### src/rtl/padcfg_defines.svh
// Fixed sizes and register map of the pad configuration block
// Included by the package and by every module that needs a size or an offset
`ifndef PADCFG_DEFINES_SVH
`define PADCFG_DEFINES_SVH

// Pad ring, split into two serial chains of equal length
`define PADCFG_IO_PADS      12
`define PADCFG_IO_PADS_LOW  6
`define PADCFG_PWR_PADS     4
`define PADCFG_CTRL_BITS    13

// Register map, the block answers on one 256-byte window
`define PADCFG_BASE_HI      24'h230000
`define PADCFG_OFS_XFER     8'h00
`define PADCFG_OFS_PWR      8'h04
`define PADCFG_OFS_IRQ      8'h08
`define PADCFG_OFS_IODATA   8'h0c
`define PADCFG_OFS_IOCFG    8'h24

// Reset control words for bidirectional and input-only pads
`define PADCFG_CTRL_BIDIR   13'h1803
`define PADCFG_CTRL_INPUT   13'h0403
`define PADCFG_OEB_BIT      1
`define PADCFG_INP_DIS_BIT  3

`endif

### src/rtl/padcfg_pkg.sv
// Shared types of the pad configuration block
// Referenced by scoped name from the RTL and the testbench
`include "padcfg_defines.svh"

package padcfg_pkg;

    // One control word as shifted into a pad
    typedef logic [`PADCFG_CTRL_BITS-1:0] io_ctrl_t;

    // One bit per user pad
    typedef logic [`PADCFG_IO_PADS-1:0] pad_vec_t;

    typedef logic [`PADCFG_PWR_PADS-1:0] pwr_ctrl_t;
    typedef logic [2:0] irq_ena_t;

    // Bus request as seen by the register file
    typedef struct packed {
        logic        valid;
        logic        write;
        logic [31:0] addr;
        logic [31:0] wdata;
    } reg_req_t;

    // Serial loader sequencing
    typedef enum logic [1:0] {
        IDLE,
        START,
        SHIFT,
        LOAD
    } loader_state_t;

endpackage

### src/rtl/padcfg_regs.sv
// Register file of the pad configuration block
// Decodes bus requests, holds every configuration register and issues the
// start pulse for the serial loader
`timescale 1ns/10ps
`include "padcfg_defines.svh"

module padcfg_regs (
    input  logic                                        clk,
    input  logic                                        resetn,
    input  padcfg_pkg::reg_req_t                        req_i,
    input  logic                                        busy_i,
    input  padcfg_pkg::pad_vec_t                        mgmt_gpio_in_i,
    output logic [31:0]                                 rdata_o,
    output logic                                        ack_o,
    output logic                                        start_o,
    output padcfg_pkg::io_ctrl_t [`PADCFG_IO_PADS-1:0]  io_ctrl_o,
    output padcfg_pkg::pad_vec_t                        mgmt_gpio_out_o,
    output padcfg_pkg::pad_vec_t                        mgmt_gpio_oe_o,
    output padcfg_pkg::pwr_ctrl_t                       pwr_ctrl_o,
    output padcfg_pkg::irq_ena_t                        user_irq_ena_o,
    output logic                                        jtag_oenb_o,
    output logic                                        sdo_oenb_o,
    output logic                                        flash_io2_oenb_o,
    output logic                                        flash_io3_oenb_o
);

    logic [7:0] ofs;
    logic hit;
    logic wr;
    logic xfer_sel;
    logic pwr_sel;
    logic irq_sel;
    logic iodata_sel;
    padcfg_pkg::pad_vec_t cfg_sel;
    logic [31:0] rdata_pre;

    padcfg_pkg::pwr_ctrl_t pwr_q;
    padcfg_pkg::irq_ena_t irq_q;
    padcfg_pkg::pad_vec_t gpio_out_q;
    padcfg_pkg::io_ctrl_t [`PADCFG_IO_PADS-1:0] io_ctrl_q;

    // A request is served once, ack masks the cycle it is still held
    assign hit = req_i.valid && !ack_o && (req_i.addr[31:8] == `PADCFG_BASE_HI);
    assign wr  = hit && req_i.write;
    assign ofs = req_i.addr[7:0];

    assign xfer_sel   = (ofs == `PADCFG_OFS_XFER);
    assign pwr_sel    = (ofs == `PADCFG_OFS_PWR);
    assign irq_sel    = (ofs == `PADCFG_OFS_IRQ);
    assign iodata_sel = (ofs == `PADCFG_OFS_IODATA);

    // Per-pad word select and output enable from the input-disable bit
    for (genvar i = 0; i < `PADCFG_IO_PADS; i++) begin : g_pad
        assign cfg_sel[i] = (ofs == 8'(`PADCFG_OFS_IOCFG + 4 * i));
        assign mgmt_gpio_oe_o[i] = io_ctrl_q[i][`PADCFG_INP_DIS_BIT];
    end

    // Readback, unmapped offsets give zero
    always_comb begin
        rdata_pre = '0;
        if (xfer_sel) begin
            rdata_pre = {31'b0, busy_i};
        end else if (pwr_sel) begin
            rdata_pre = 32'(pwr_q);
        end else if (irq_sel) begin
            rdata_pre = 32'(irq_q);
        end else if (iodata_sel) begin
            rdata_pre = 32'(mgmt_gpio_in_i);
        end else begin
            for (int i = 0; i < `PADCFG_IO_PADS; i++) begin
                if (cfg_sel[i]) begin
                    rdata_pre = 32'(io_ctrl_q[i]);
                end
            end
        end
    end

    always_ff @(posedge clk) begin
        if (hit) begin
            rdata_o <= rdata_pre;
        end
    end

    always_ff @(posedge clk or negedge resetn) begin
        if (!resetn) begin
            ack_o      <= 1'b0;
            start_o    <= 1'b0;
            pwr_q      <= '0;
            irq_q      <= '0;
            gpio_out_q <= '0;
        end else begin
            ack_o <= hit;
            // Start is a single-cycle pulse, dropped while a transfer runs
            start_o <= wr && xfer_sel && req_i.wdata[0] && !busy_i;
            if (wr && pwr_sel) begin
                pwr_q <= req_i.wdata[`PADCFG_PWR_PADS-1:0];
            end
            if (wr && irq_sel) begin
                irq_q <= req_i.wdata[$bits(padcfg_pkg::irq_ena_t)-1:0];
            end
            if (wr && iodata_sel) begin
                gpio_out_q <= req_i.wdata[`PADCFG_IO_PADS-1:0];
            end
        end
    end

    // Pad control words, the two pads at each end of the ring start bidirectional
    always_ff @(posedge clk or negedge resetn) begin
        if (!resetn) begin
            for (int i = 0; i < `PADCFG_IO_PADS; i++) begin
                if ((i < 2) || (i >= `PADCFG_IO_PADS - 2)) begin
                    io_ctrl_q[i] <= `PADCFG_CTRL_BIDIR;
                end else begin
                    io_ctrl_q[i] <= `PADCFG_CTRL_INPUT;
                end
            end
        end else begin
            for (int i = 0; i < `PADCFG_IO_PADS; i++) begin
                if (wr && cfg_sel[i]) begin
                    io_ctrl_q[i] <= req_i.wdata[`PADCFG_CTRL_BITS-1:0];
                end
            end
        end
    end

    assign io_ctrl_o       = io_ctrl_q;
    assign mgmt_gpio_out_o = gpio_out_q;
    assign pwr_ctrl_o      = pwr_q;
    assign user_irq_ena_o  = irq_q;

    // OEB state of the pads whose default function the core may override
    assign jtag_oenb_o      = io_ctrl_q[0][`PADCFG_OEB_BIT];
    assign sdo_oenb_o       = io_ctrl_q[1][`PADCFG_OEB_BIT];
    assign flash_io2_oenb_o = io_ctrl_q[`PADCFG_IO_PADS-2][`PADCFG_OEB_BIT];
    assign flash_io3_oenb_o = io_ctrl_q[`PADCFG_IO_PADS-1][`PADCFG_OEB_BIT];

endmodule

### src/rtl/padcfg_serial_loader.sv
// Serial loader for the pad control words
// Shifts both halves of the pad ring out in parallel, MSB first, then
// pulses the chain load strobe while the serial clock is held high
`timescale 1ns/10ps
`include "padcfg_defines.svh"

module padcfg_serial_loader (
    input  logic                                        clk,
    input  logic                                        resetn,
    input  logic                                        start_i,
    input  padcfg_pkg::io_ctrl_t [`PADCFG_IO_PADS-1:0]  io_ctrl_i,
    output logic                                        busy_o,
    output logic                                        serial_clock_o,
    output logic                                        serial_resetn_o,
    output logic                                        serial_data_1_o,
    output logic                                        serial_data_2_o
);

    localparam int PAD_CNT_W  = $clog2(`PADCFG_IO_PADS_LOW);
    localparam int PAD_IDX_W  = $clog2(`PADCFG_IO_PADS);
    localparam int CYC_CNT_W  = $clog2(2 * `PADCFG_CTRL_BITS);
    localparam int SHIFT_LAST = 2 * `PADCFG_CTRL_BITS - 1;
    localparam int LOAD_LAST  = 3;

    padcfg_pkg::loader_state_t state;
    logic [PAD_CNT_W-1:0] pad_cnt;
    logic [CYC_CNT_W-1:0] cyc_cnt;
    logic [PAD_IDX_W-1:0] idx_1;
    logic [PAD_IDX_W-1:0] idx_2;
    logic last_pad;
    padcfg_pkg::io_ctrl_t stage_1;
    padcfg_pkg::io_ctrl_t stage_2;

    // Chain 1 runs from the middle of the ring down, chain 2 from the middle up
    // Both chains must hold the same number of pads
    assign idx_1 = PAD_IDX_W'(`PADCFG_IO_PADS_LOW - 1) - PAD_IDX_W'(pad_cnt);
    assign idx_2 = PAD_IDX_W'(`PADCFG_IO_PADS_LOW) + PAD_IDX_W'(pad_cnt);
    assign last_pad = (pad_cnt == PAD_CNT_W'(`PADCFG_IO_PADS_LOW - 1));

    assign busy_o          = (state != padcfg_pkg::IDLE);
    assign serial_data_1_o = stage_1[`PADCFG_CTRL_BITS-1];
    assign serial_data_2_o = stage_2[`PADCFG_CTRL_BITS-1];

    always_ff @(posedge clk or negedge resetn) begin
        if (!resetn) begin
            state           <= padcfg_pkg::IDLE;
            pad_cnt         <= '0;
            cyc_cnt         <= '0;
            serial_clock_o  <= 1'b0;
            serial_resetn_o <= 1'b0;
        end else begin
            case (state)
                padcfg_pkg::IDLE: begin
                    serial_clock_o  <= 1'b0;
                    serial_resetn_o <= 1'b1;
                    pad_cnt         <= '0;
                    if (start_i) begin
                        state <= padcfg_pkg::START;
                    end
                end
                padcfg_pkg::START: begin
                    serial_clock_o <= 1'b0;
                    cyc_cnt        <= '0;
                    state          <= padcfg_pkg::SHIFT;
                end
                padcfg_pkg::SHIFT: begin
                    // First cycle gives the new MSB a full low phase
                    if (cyc_cnt != '0) begin
                        serial_clock_o <= ~serial_clock_o;
                    end
                    if (cyc_cnt == CYC_CNT_W'(SHIFT_LAST)) begin
                        cyc_cnt <= '0;
                        if (last_pad) begin
                            state <= padcfg_pkg::LOAD;
                        end else begin
                            pad_cnt <= pad_cnt + 1'b1;
                            state   <= padcfg_pkg::START;
                        end
                    end else begin
                        cyc_cnt <= cyc_cnt + 1'b1;
                    end
                end
                padcfg_pkg::LOAD: begin
                    // Clock stays high from the last bit, reset low on the second cycle
                    cyc_cnt         <= cyc_cnt + 1'b1;
                    serial_resetn_o <= (cyc_cnt != CYC_CNT_W'(1));
                    serial_clock_o  <= (cyc_cnt != CYC_CNT_W'(LOAD_LAST));
                    if (cyc_cnt == CYC_CNT_W'(LOAD_LAST)) begin
                        state <= padcfg_pkg::IDLE;
                    end
                end
                default: begin
                    state <= padcfg_pkg::IDLE;
                end
            endcase
        end
    end

    // Shift on the falling clock so data is settled before each rising edge
    always_ff @(posedge clk) begin
        if (state == padcfg_pkg::START) begin
            stage_1 <= io_ctrl_i[idx_1];
            stage_2 <= io_ctrl_i[idx_2];
        end else if ((state == padcfg_pkg::SHIFT) && serial_clock_o) begin
            stage_1 <= {stage_1[`PADCFG_CTRL_BITS-2:0], 1'b0};
            stage_2 <= {stage_2[`PADCFG_CTRL_BITS-2:0], 1'b0};
        end
    end

endmodule

### src/rtl/padcfg_wb_top.sv
// Wishbone slave top of the pad configuration block
// Turns the bus signals into a register request and ties the register
// file to the serial loader
`timescale 1ns/10ps
`include "padcfg_defines.svh"

module padcfg_wb_top (
    input  logic                    clk,
    input  logic                    resetn,
    input  logic                    wb_cyc_i,
    input  logic                    wb_stb_i,
    input  logic                    wb_we_i,
    input  logic [3:0]              wb_sel_i,
    input  logic [31:0]             wb_adr_i,
    input  logic [31:0]             wb_dat_i,
    input  padcfg_pkg::pad_vec_t    mgmt_gpio_in_i,
    output logic [31:0]             wb_dat_o,
    output logic                    wb_ack_o,
    output padcfg_pkg::pad_vec_t    mgmt_gpio_out_o,
    output padcfg_pkg::pad_vec_t    mgmt_gpio_oe_o,
    output padcfg_pkg::pwr_ctrl_t   pwr_ctrl_o,
    output padcfg_pkg::irq_ena_t    user_irq_ena_o,
    output logic                    jtag_oenb_o,
    output logic                    sdo_oenb_o,
    output logic                    flash_io2_oenb_o,
    output logic                    flash_io3_oenb_o,
    output logic                    serial_clock_o,
    output logic                    serial_resetn_o,
    output logic                    serial_data_1_o,
    output logic                    serial_data_2_o
);

    padcfg_pkg::reg_req_t req;
    padcfg_pkg::io_ctrl_t [`PADCFG_IO_PADS-1:0] io_ctrl;
    logic start;
    logic busy;

    // Only byte lane 0 qualifies a write
    assign req.valid = wb_cyc_i && wb_stb_i;
    assign req.write = wb_we_i && wb_sel_i[0];
    assign req.addr  = wb_adr_i;
    assign req.wdata = wb_dat_i;

    padcfg_regs u_regs (
        .clk              (clk),
        .resetn           (resetn),
        .req_i            (req),
        .busy_i           (busy),
        .mgmt_gpio_in_i   (mgmt_gpio_in_i),
        .rdata_o          (wb_dat_o),
        .ack_o            (wb_ack_o),
        .start_o          (start),
        .io_ctrl_o        (io_ctrl),
        .mgmt_gpio_out_o  (mgmt_gpio_out_o),
        .mgmt_gpio_oe_o   (mgmt_gpio_oe_o),
        .pwr_ctrl_o       (pwr_ctrl_o),
        .user_irq_ena_o   (user_irq_ena_o),
        .jtag_oenb_o      (jtag_oenb_o),
        .sdo_oenb_o       (sdo_oenb_o),
        .flash_io2_oenb_o (flash_io2_oenb_o),
        .flash_io3_oenb_o (flash_io3_oenb_o)
    );

    padcfg_serial_loader u_loader (
        .clk             (clk),
        .resetn          (resetn),
        .start_i         (start),
        .io_ctrl_i       (io_ctrl),
        .busy_o          (busy),
        .serial_clock_o  (serial_clock_o),
        .serial_resetn_o (serial_resetn_o),
        .serial_data_1_o (serial_data_1_o),
        .serial_data_2_o (serial_data_2_o)
    );

endmodule

### config.mk
export PLATFORM = sky130hd
export DESIGN_NAME = padcfg_wb_top
export DESIGN_NICKNAME = d
export VERILOG_FILES = /design/src/rtl/padcfg_pkg.sv /design/src/rtl/padcfg_regs.sv /design/src/rtl/padcfg_serial_loader.sv /design/src/rtl/padcfg_wb_top.sv
export VERILOG_INCLUDE_DIRS = /design/src /design/src/rtl
export SDC_FILE = /design/constraint.sdc
export NUM_CORES = 1
export LEC_CHECK = 0
export ABC_CLOCK_PERIOD_IN_PS = 3500
export BUFFER_PORTS_ARGS = -buffer_cell sky130_fd_sc_hd__buf_2
export CAP_MARGIN = 10
export CORE_MARGIN = 2
export CORE_UTILIZATION = 50
export CTS_CLUSTER_SIZE = 28
export DETAILED_ROUTE_END_ITERATION = 16
export GPL_ROUTABILITY_DRIVEN = 0
export PLACE_DENSITY = 0.82
export SLEW_MARGIN = 20
export SYNTH_ARGS = -nofsm -noshare
export SYNTH_HDL_FRONTEND = slang
export SYNTH_SLANG_ARGS = --single-unit
### constraint.sdc
create_clock -name clk -period 3.5 [get_ports clk]
set_input_delay 0.35 -clock clk [delete_from_list [all_inputs] [get_ports clk]]
set_output_delay 0.35 -clock clk [all_outputs]
set_load 0.01 [all_outputs]
* Yosys cells after proc, flatten, opt, wreduce, memory -nomap -nowiden
Index checks and enable logic that the tools add are counted.
** Word-level totals
- Register bits after elaboration :: 247
- Output and inout bits :: 72
- Bits of input ports :: 85
** Operators by class
- Reductions and logical operators :: 40
- Magnitude comparators :: 2
- Eq/ne operators :: 29
- Add/sub/neg operators :: 4
- Bitwise logic cells :: 1
- Mux-type cells :: 37
** Operators with widths (count)
- $mux 13 :: 18
- $bmux 13 s4 :: 2
- $eq 8x6->1 const B :: 7
- $eq 8x7->1 const B :: 5
- $eq 24x22->1 const B :: 1
- $logic_and 1x1->1 :: 24
- $eq 8x4->1 const B :: 2
- $pmux 5 s3 :: 1
- $reduce_or 15->1 :: 1
- $mux 12 :: 1
- $lt 4x5->1 const B :: 2
- $eq 8x3->1 const B :: 1
- $logic_not 8->1 :: 1
- $mux 2 :: 4
- $mux 4 :: 2
- $pmux 2 s4 :: 1
- $reduce_bool 2->1 :: 4
- $mux 3 :: 2
- $ne 2x1->1 const B :: 3
- $pmux 3 s2 :: 1
- $reduce_and 3->1 :: 2
- $add 5x1->5 const B :: 1
- $eq 5x2->1 const B :: 1
- $eq 5x5->1 const B :: 1
- other kinds (21) :: 25

* Logic depth before layout (Yosys ltp)
- Word-level depth :: 17
- Mapped depth :: 10

* Modules after synthesis
A second synthesis with hierarchy kept.
** Unflattened totals
- Cell total of the unflattened synthesis :: 1202
- Area, all modules :: 13988.4 µm²
** Modules (own cells, without submodules)
- padcfg_regs :: cells each 767, seq. area each 4869.7 µm², times used 1, area an instance 9556.7 µm²
- padcfg_serial_loader :: cells each 433, seq. area each 1081.0 µm², times used 1, area an instance 4419.2 µm²
- padcfg_wb_top :: cells each 2, seq. area each 0.0 µm², times used 1, area an instance 12.5 µm²

* Worst setup path after synthesis
OpenSTA, ideal clock, no wires.
- Path kind :: register to register
- Start :: reg u_loader.pad_cnt[1]
- End :: reg u_loader.stage_1[2], data pin
- Required time :: 3.229 ns
- Stages on the path, launching flop included :: 11
- Setup slack :: 0.890 ns
- Data arrival time :: 2.340 ns
- Path buffers :: 5
- Cell sequence :: dfrtp_1 > clkbuf_1 > buf_2 > buf_1 > inv_1 > ha_1 > clkbuf_1 > nor2_1 > clkbuf_1 > a22oi_1 > a21oi_1
** Between the ends
- Cells in the longest elaborated chain, start to end :: 4
** Ends and longest elaborated chain
- start: declaration :: RTL line padcfg_serial_loader.sv:26 : logic [PAD_CNT_W-1:0] pad_cnt;
- start signal: assignment :: RTL line padcfg_serial_loader.sv:76 : pad_cnt <= pad_cnt + 1'b1;
- $sub 3x3->4 :: RTL line padcfg_serial_loader.sv:36 : assign idx_1 = PAD_IDX_W'(`PADCFG_IO_PADS_LOW - 1) - PAD_IDX_W'(pad_cnt);
- $bmux 13 s4 :: RTL line padcfg_serial_loader.sv:102 : stage_1 <= io_ctrl_i[idx_1];
- $mux 13 (not written as such) :: RTL line padcfg_serial_loader.sv:102
- $mux 13 :: RTL line padcfg_serial_loader.sv:101 : if (state == padcfg_pkg::START) begin
- end signal: assignment :: RTL line padcfg_serial_loader.sv:102
- end signal: assignment :: RTL line padcfg_serial_loader.sv:105 : stage_1 <= {stage_1[`PADCFG_CTRL_BITS-2:0], 1'b0};
- end: declaration :: RTL line padcfg_serial_loader.sv:31 : padcfg_pkg::io_ctrl_t stage_1;
Every way passes these cells. The select of a mux whose other input is x is not followed.
A chain may end at the register's enable or synchronous reset.

* Final worst setup path
- Start :: reg u_loader.pad_cnt[0]
- End :: reg u_loader.stage_1[1], data pin
The elaborated chain is that of the path after synthesis.

==> results.md <==
- The flow ran to the end, and the final reports show no timing, DRC or antenna violations.
- The net switching fraction of the power is 22.9%.
- The max-slew violation total from the final report is 0.
- Counting every instance in the synthesized netlist gives 1104.
- The end-of-flow core utilization is 56.9%.
- The type of the setup path with the least slack is flip-flop to flip-flop.
- At the placement stage, the worst setup path has a slack of 0.752 ns.
- The proportion of synthesized chip area in sequential cells is 42.0%.
- Headroom to the max-slew limit came out at 47.6%.
- The required time at the worst-slack endpoint is 3.74 ns.
- Clock latency on the worst-skew pair, taken at its later pin, is 0.54 ns.
- The floorplan die width is 172 um.
- The post-route DRC violation count is 0.
- At the worst endpoint, the arrival time is 2.82 ns.
- The number of buffers created by CTS is 24.
- The analysis attributes to net switching a power of 1310 uW.
- Setup violations remaining at the end of the flow were counted as 0.
- In this run the number of H-tree levels came out at 1.
- The die height is 172 um.
- Max-cap violations in this run came to 0.
- The master of the slowest instance on the critical path is dfrtp_4.
- Entering global routing, the biggest net connects 78 pins.
- Once routing completed, OpenROAD measured the worst setup slack at 0.928 ns.
- The detailed-router iteration count before antenna repair is 7.
- Once layout is done, the placed cells without fillers occupy 15900 um2.
- The mapped netlist covers 14200 um2.
- The CTS tree is done.
- The initial antenna violation count came to 0.
- Traced cell by cell, the critical path runs through buf_4 -> mux4_2 -> mux2_2 -> a22oi_1 -> a21oi_1.
- The detail route stage leaves a number of antenna-violating nets equal to 0.
- The post-route fraction of the period consumed by the critical path is 73.5%.
- Once placement finished, the instance area stood at 15000 um2.
- After floorplanning, the core was divided into 61 placement rows.
- In this run the worst hold path is classified as input port to flip-flop.
- For this run, the total global-route usage over all layers was measured as 29.4%.
- After the first detailed-routing iteration, the DRC count stood at 1490.
- The post-detailed-route via-to-cell ratio is 6.87.
- STA classifies the critical path endpoint as a flip-flop.
- The clock skew is 0.0286 ns.
- The clock tree root driver cell is clkbuf_16.
- Based on the critical path, the design can be clocked at up to 389 MHz.
- The number of gates resized after CTS was 0.
- The number of diodes added for antenna fixing is 0.
- The mean instance size in the synthesized netlist is 12.8 um2.
- The largest fanout on the critical path is 23.
- Clock-pin slew was measured on the worst setup and hold paths at 0.06 ns.
- The maximum number of buffers from clock root to sink is 3.
- The routed wire length per instance is 27.0 um.
- Setup repair after global routing left no endpoint under its margin.
- Detailed routing inserted a total of 10868 vias.
- In the final layout, the share of cells above drive strength 1 is 45.3%.
- The via count of the first global-routing pass is 11004.
- The die outline area is 29700 um2.
- For the pin with the worst max-slew slack, the measured transition is 0.784 ns.
- Counting flops with a built-in enable in the synthesized netlist gives 39.
- Internal power comes to 4420 uW.
- The sum of negative setup slack is 0 ns.
- The first global-routing pass estimated 65500 um of wire.
- The initial core utilization is 50.8%.
- The total overflow left after global routing is 0.
- The top-level I/O count is 157.
- The count of final hold-check violations is 0.
- The layout has 2168 filler cells.
- The total of buffers placed on input and output ports is 115.
- Power spread over the standard cell area amounts to 361 nW/um2.
- Sequential cells burn 47.0% of the power.
- The relative contribution of combinational cells to total power is 5.4%.
- The worst path needs 2.57 ns of the cycle, external delays included.
- The area growth from synthesis to layout is 12.0%.
- For this design, the sink count on the clock tree is 228.
- The static leakage power is 0.00696 uW.
- At the end of the flow, the number of nets in the layout was 1282.
- For this block, the routed nets add up to 42700 um of wire.
- The design draws 5730 uW.
- The half-perimeter wire length of the detailed placement result is 28500 um.
- Counting distinct cell types in the post-synthesis netlist gives 79.
- The biggest cell delay along the critical path is 0.71 ns.
- The clock network is responsible for 47.6% of the overall power.
- The floorplan step defined a core boundary enclosing 27900 um2.
- The post-synthesis async set-or-reset flop share is 82.9%.
- Among all flip-flop cells after synthesis, the most frequent one is dfrtp_1.
- For this run, the number of Yosys warnings is 0.
- The number of register bits inferred by synthesis is 228.
- STA classifies the critical path startpoint as a flip-flop.
- VDD sags by at most 0.000330 V.
## sequential cells by signal (all words and copies together) (netlist names)
name	flops
u_loader.serial_resetn_o	1
u_loader.pad_cnt	3
u_loader.stage_1	13
u_loader.cyc_cnt	5
u_loader.stage_2	13
u_regs.ack_o	1
u_regs.io_ctrl_o	154
u_regs.pwr_ctrl_o	4
u_regs.start_o	1
u_regs.flash_io2_oenb_o	1
u_regs.mgmt_gpio_out_o	12
u_regs.user_irq_ena_o	3
u_loader.state	2
u_loader.serial_clock_o	1
u_regs.flash_io3_oenb_o	1
u_regs.rdata_o	13
## worst max-delay path, delay by kind of cell (launching register included)
kind,cells,cell delay [ns]
compound gates,2,0.33
buf+inv,1,0.42
flops,1,0.71
mux,2,0.83
## metrics by stage
stage | cells | hold slack [ns]
2_1_floorplan | 1122 | 0.0544
3_3_place_gp | 1537 | 0.405
3_5_place_dp | 1537 | 0.408
4_1_cts | 1582 | 0.120
5_1_grt | 1582 | 0.141
6_report | 1582 | 0.124
## Yosys cell counts, types with 5 or more instances
| cell | instances | share of area (%) |
|---|---|---|
| nand3_4 | 7 | 0.87 |
| a211oi_1 | 5 | 0.27 |
| nand2_1 | 34 | 0.90 |
| mux2_2 | 123 | 9.8 |
| buf_2 | 26 | 0.92 |
| nand3_1 | 18 | 0.64 |
| nor2_1 | 63 | 1.7 |
| mux2_1 | 20 | 1.6 |
| dfrtp_1 | 149 | 26 |
| mux2i_1 | 13 | 0.92 |
| a22oi_1 | 38 | 2.0 |
| a2bb2oi_1 | 7 | 0.43 |
| mux4_2 | 79 | 13 |
| nor2b_1 | 13 | 0.57 |
| a22o_1 | 5 | 0.31 |
| o21ai_0 | 29 | 1.0 |
| a21oi_1 | 66 | 2.3 |
| o2bb2ai_1 | 5 | 0.31 |
| nor4_4 | 5 | 0.75 |
| buf_4 | 35 | 1.9 |
| o22ai_1 | 22 | 0.97 |
| buf_1 | 7 | 0.19 |
| ha_1 | 11 | 0.97 |
| buf_6 | 9 | 0.72 |
| mux2_4 | 70 | 7.4 |
| nor4bb_1 | 5 | 0.35 |
| dfstp_2 | 40 | 7.4 |
| clkbuf_1 | 50 | 1.3 |
| a32oi_1 | 6 | 0.37 |
| edfxtp_1 | 39 | 8.3 |
| inv_1 | 13 | 0.34 |
## layout make-up
type | count | area [um2] | area share, %
Clock buffer | 34 | 711 | 4.48
Clock inverter | 10 | 143 | 0.899
Inverter | 13 | 48.8 | 0.308
Multi-Input combinational cell | 753 | 7550 | 47.6
Sequential cell | 228 | 5960 | 37.5
Tap cell | 378 | 473 | 2.98
Timing Repair Buffer | 166 | 982 | 6.19
## power groups by stage
stage | Combinational [uW] | Sequential, uW | Clock [uW]
6_report | 309 | 2690 | 2730
2_1_floorplan | 156 | 2740 | 0
3_3_place_gp | 292 | 2740 | 0
5_1_grt | 326 | 2690 | 2850
3_5_place_dp | 297 | 2740 | 0
4_1_cts | 300 | 2690 | 2750
## cell families (layout without fill, tap and decap cells)
family | count (synthesis) | in the layout | share of synthesized area [%]
AOI/OAI and AO/OA | 223 | 223 | 10.3
xor gates and xnor gates | 4 | 4 | 0.247
adders and majority gates | 11 | 11 | 0.972
buffers and inverters | 141 | 223 | 5.38
DFF | 228 | 228 | 42.0
muxes | 305 | 305 | 32.3
other | 1 | 19 | 0.0265
and+or+nand+nor | 191 | 191 | 8.74
## final timing paths
| check | start | endpoint | slack (ns) | depth (start not counted) |
|---|---|---|---|---|
| max in group asynchronous | resetn | u_regs.io_ctrl_o[78]$_DFFE_PN1P_ | 2.15 | 3 |
| setup / recovery | u_loader.pad_cnt[0]$_DFFE_PN0P_ | u_loader.stage_1[1]$_DFFE_PP_ | 0.93 | 5 |
| hold reg to reg | u_regs.mgmt_gpio_out_o[10]$_DFFE_PN0P_ | u_regs.mgmt_gpio_out_o[10]$_DFFE_PN0P_ | 0.48 | 1 |
| min in group asynchronous | resetn | u_regs.mgmt_gpio_out_o[4]$_DFFE_PN0P_ | 0.36 | 2 |
| setup reg to reg | u_loader.pad_cnt[0]$_DFFE_PN0P_ | u_loader.stage_1[1]$_DFFE_PP_ | 0.93 | 5 |
| hold / removal | mgmt_gpio_in_i[7] | u_regs.rdata_o[7]$_SDFFCE_PP0P_ | 0.12 | 3 |
## routing by layer
metal / GRT usage [%] / vias to the layer above / part of all wire (%) / wire (um)
met5: 1.22 / - / 0.11 / 46
met4: 18.9 / 2 / 7.7 / 3290
met3: 8.03 / 242 / 12 / 5280
met2: 44.5 / 907 / 44 / 18800
met1: 37.3 / 5350 / 36 / 15200
li1: - / 4367 / - / -
## cells in the final DEF (no fill, tap or decap), types with 18 or more instances in the layout
cell | netlist | layout
o22ai_1 | 22 | 22
mux4_2 | 79 | 79
clkbuf_16 | 0 | 26
mux2_4 | 70 | 70
conb_1 | 1 | 19
edfxtp_1 | 39 | 39
nand3_1 | 18 | 18
mux2_1 | 20 | 20
mux2_2 | 123 | 123
a22oi_1 | 38 | 38
nor2_1 | 63 | 62
nand2_1 | 34 | 34
o21ai_0 | 29 | 29
a21oi_1 | 66 | 66
buf_2 | 26 | 114
buf_4 | 35 | 49
dfrtp_1 | 149 | 147
dfstp_2 | 40 | 40
## repair_timing
action                    in CTS  in global routing
hold endpoints to repair      58                  0
hold buffers                   1                  0
setup buffers                  0                  0
Note: power is estimated with default switching activity, not from simulation.
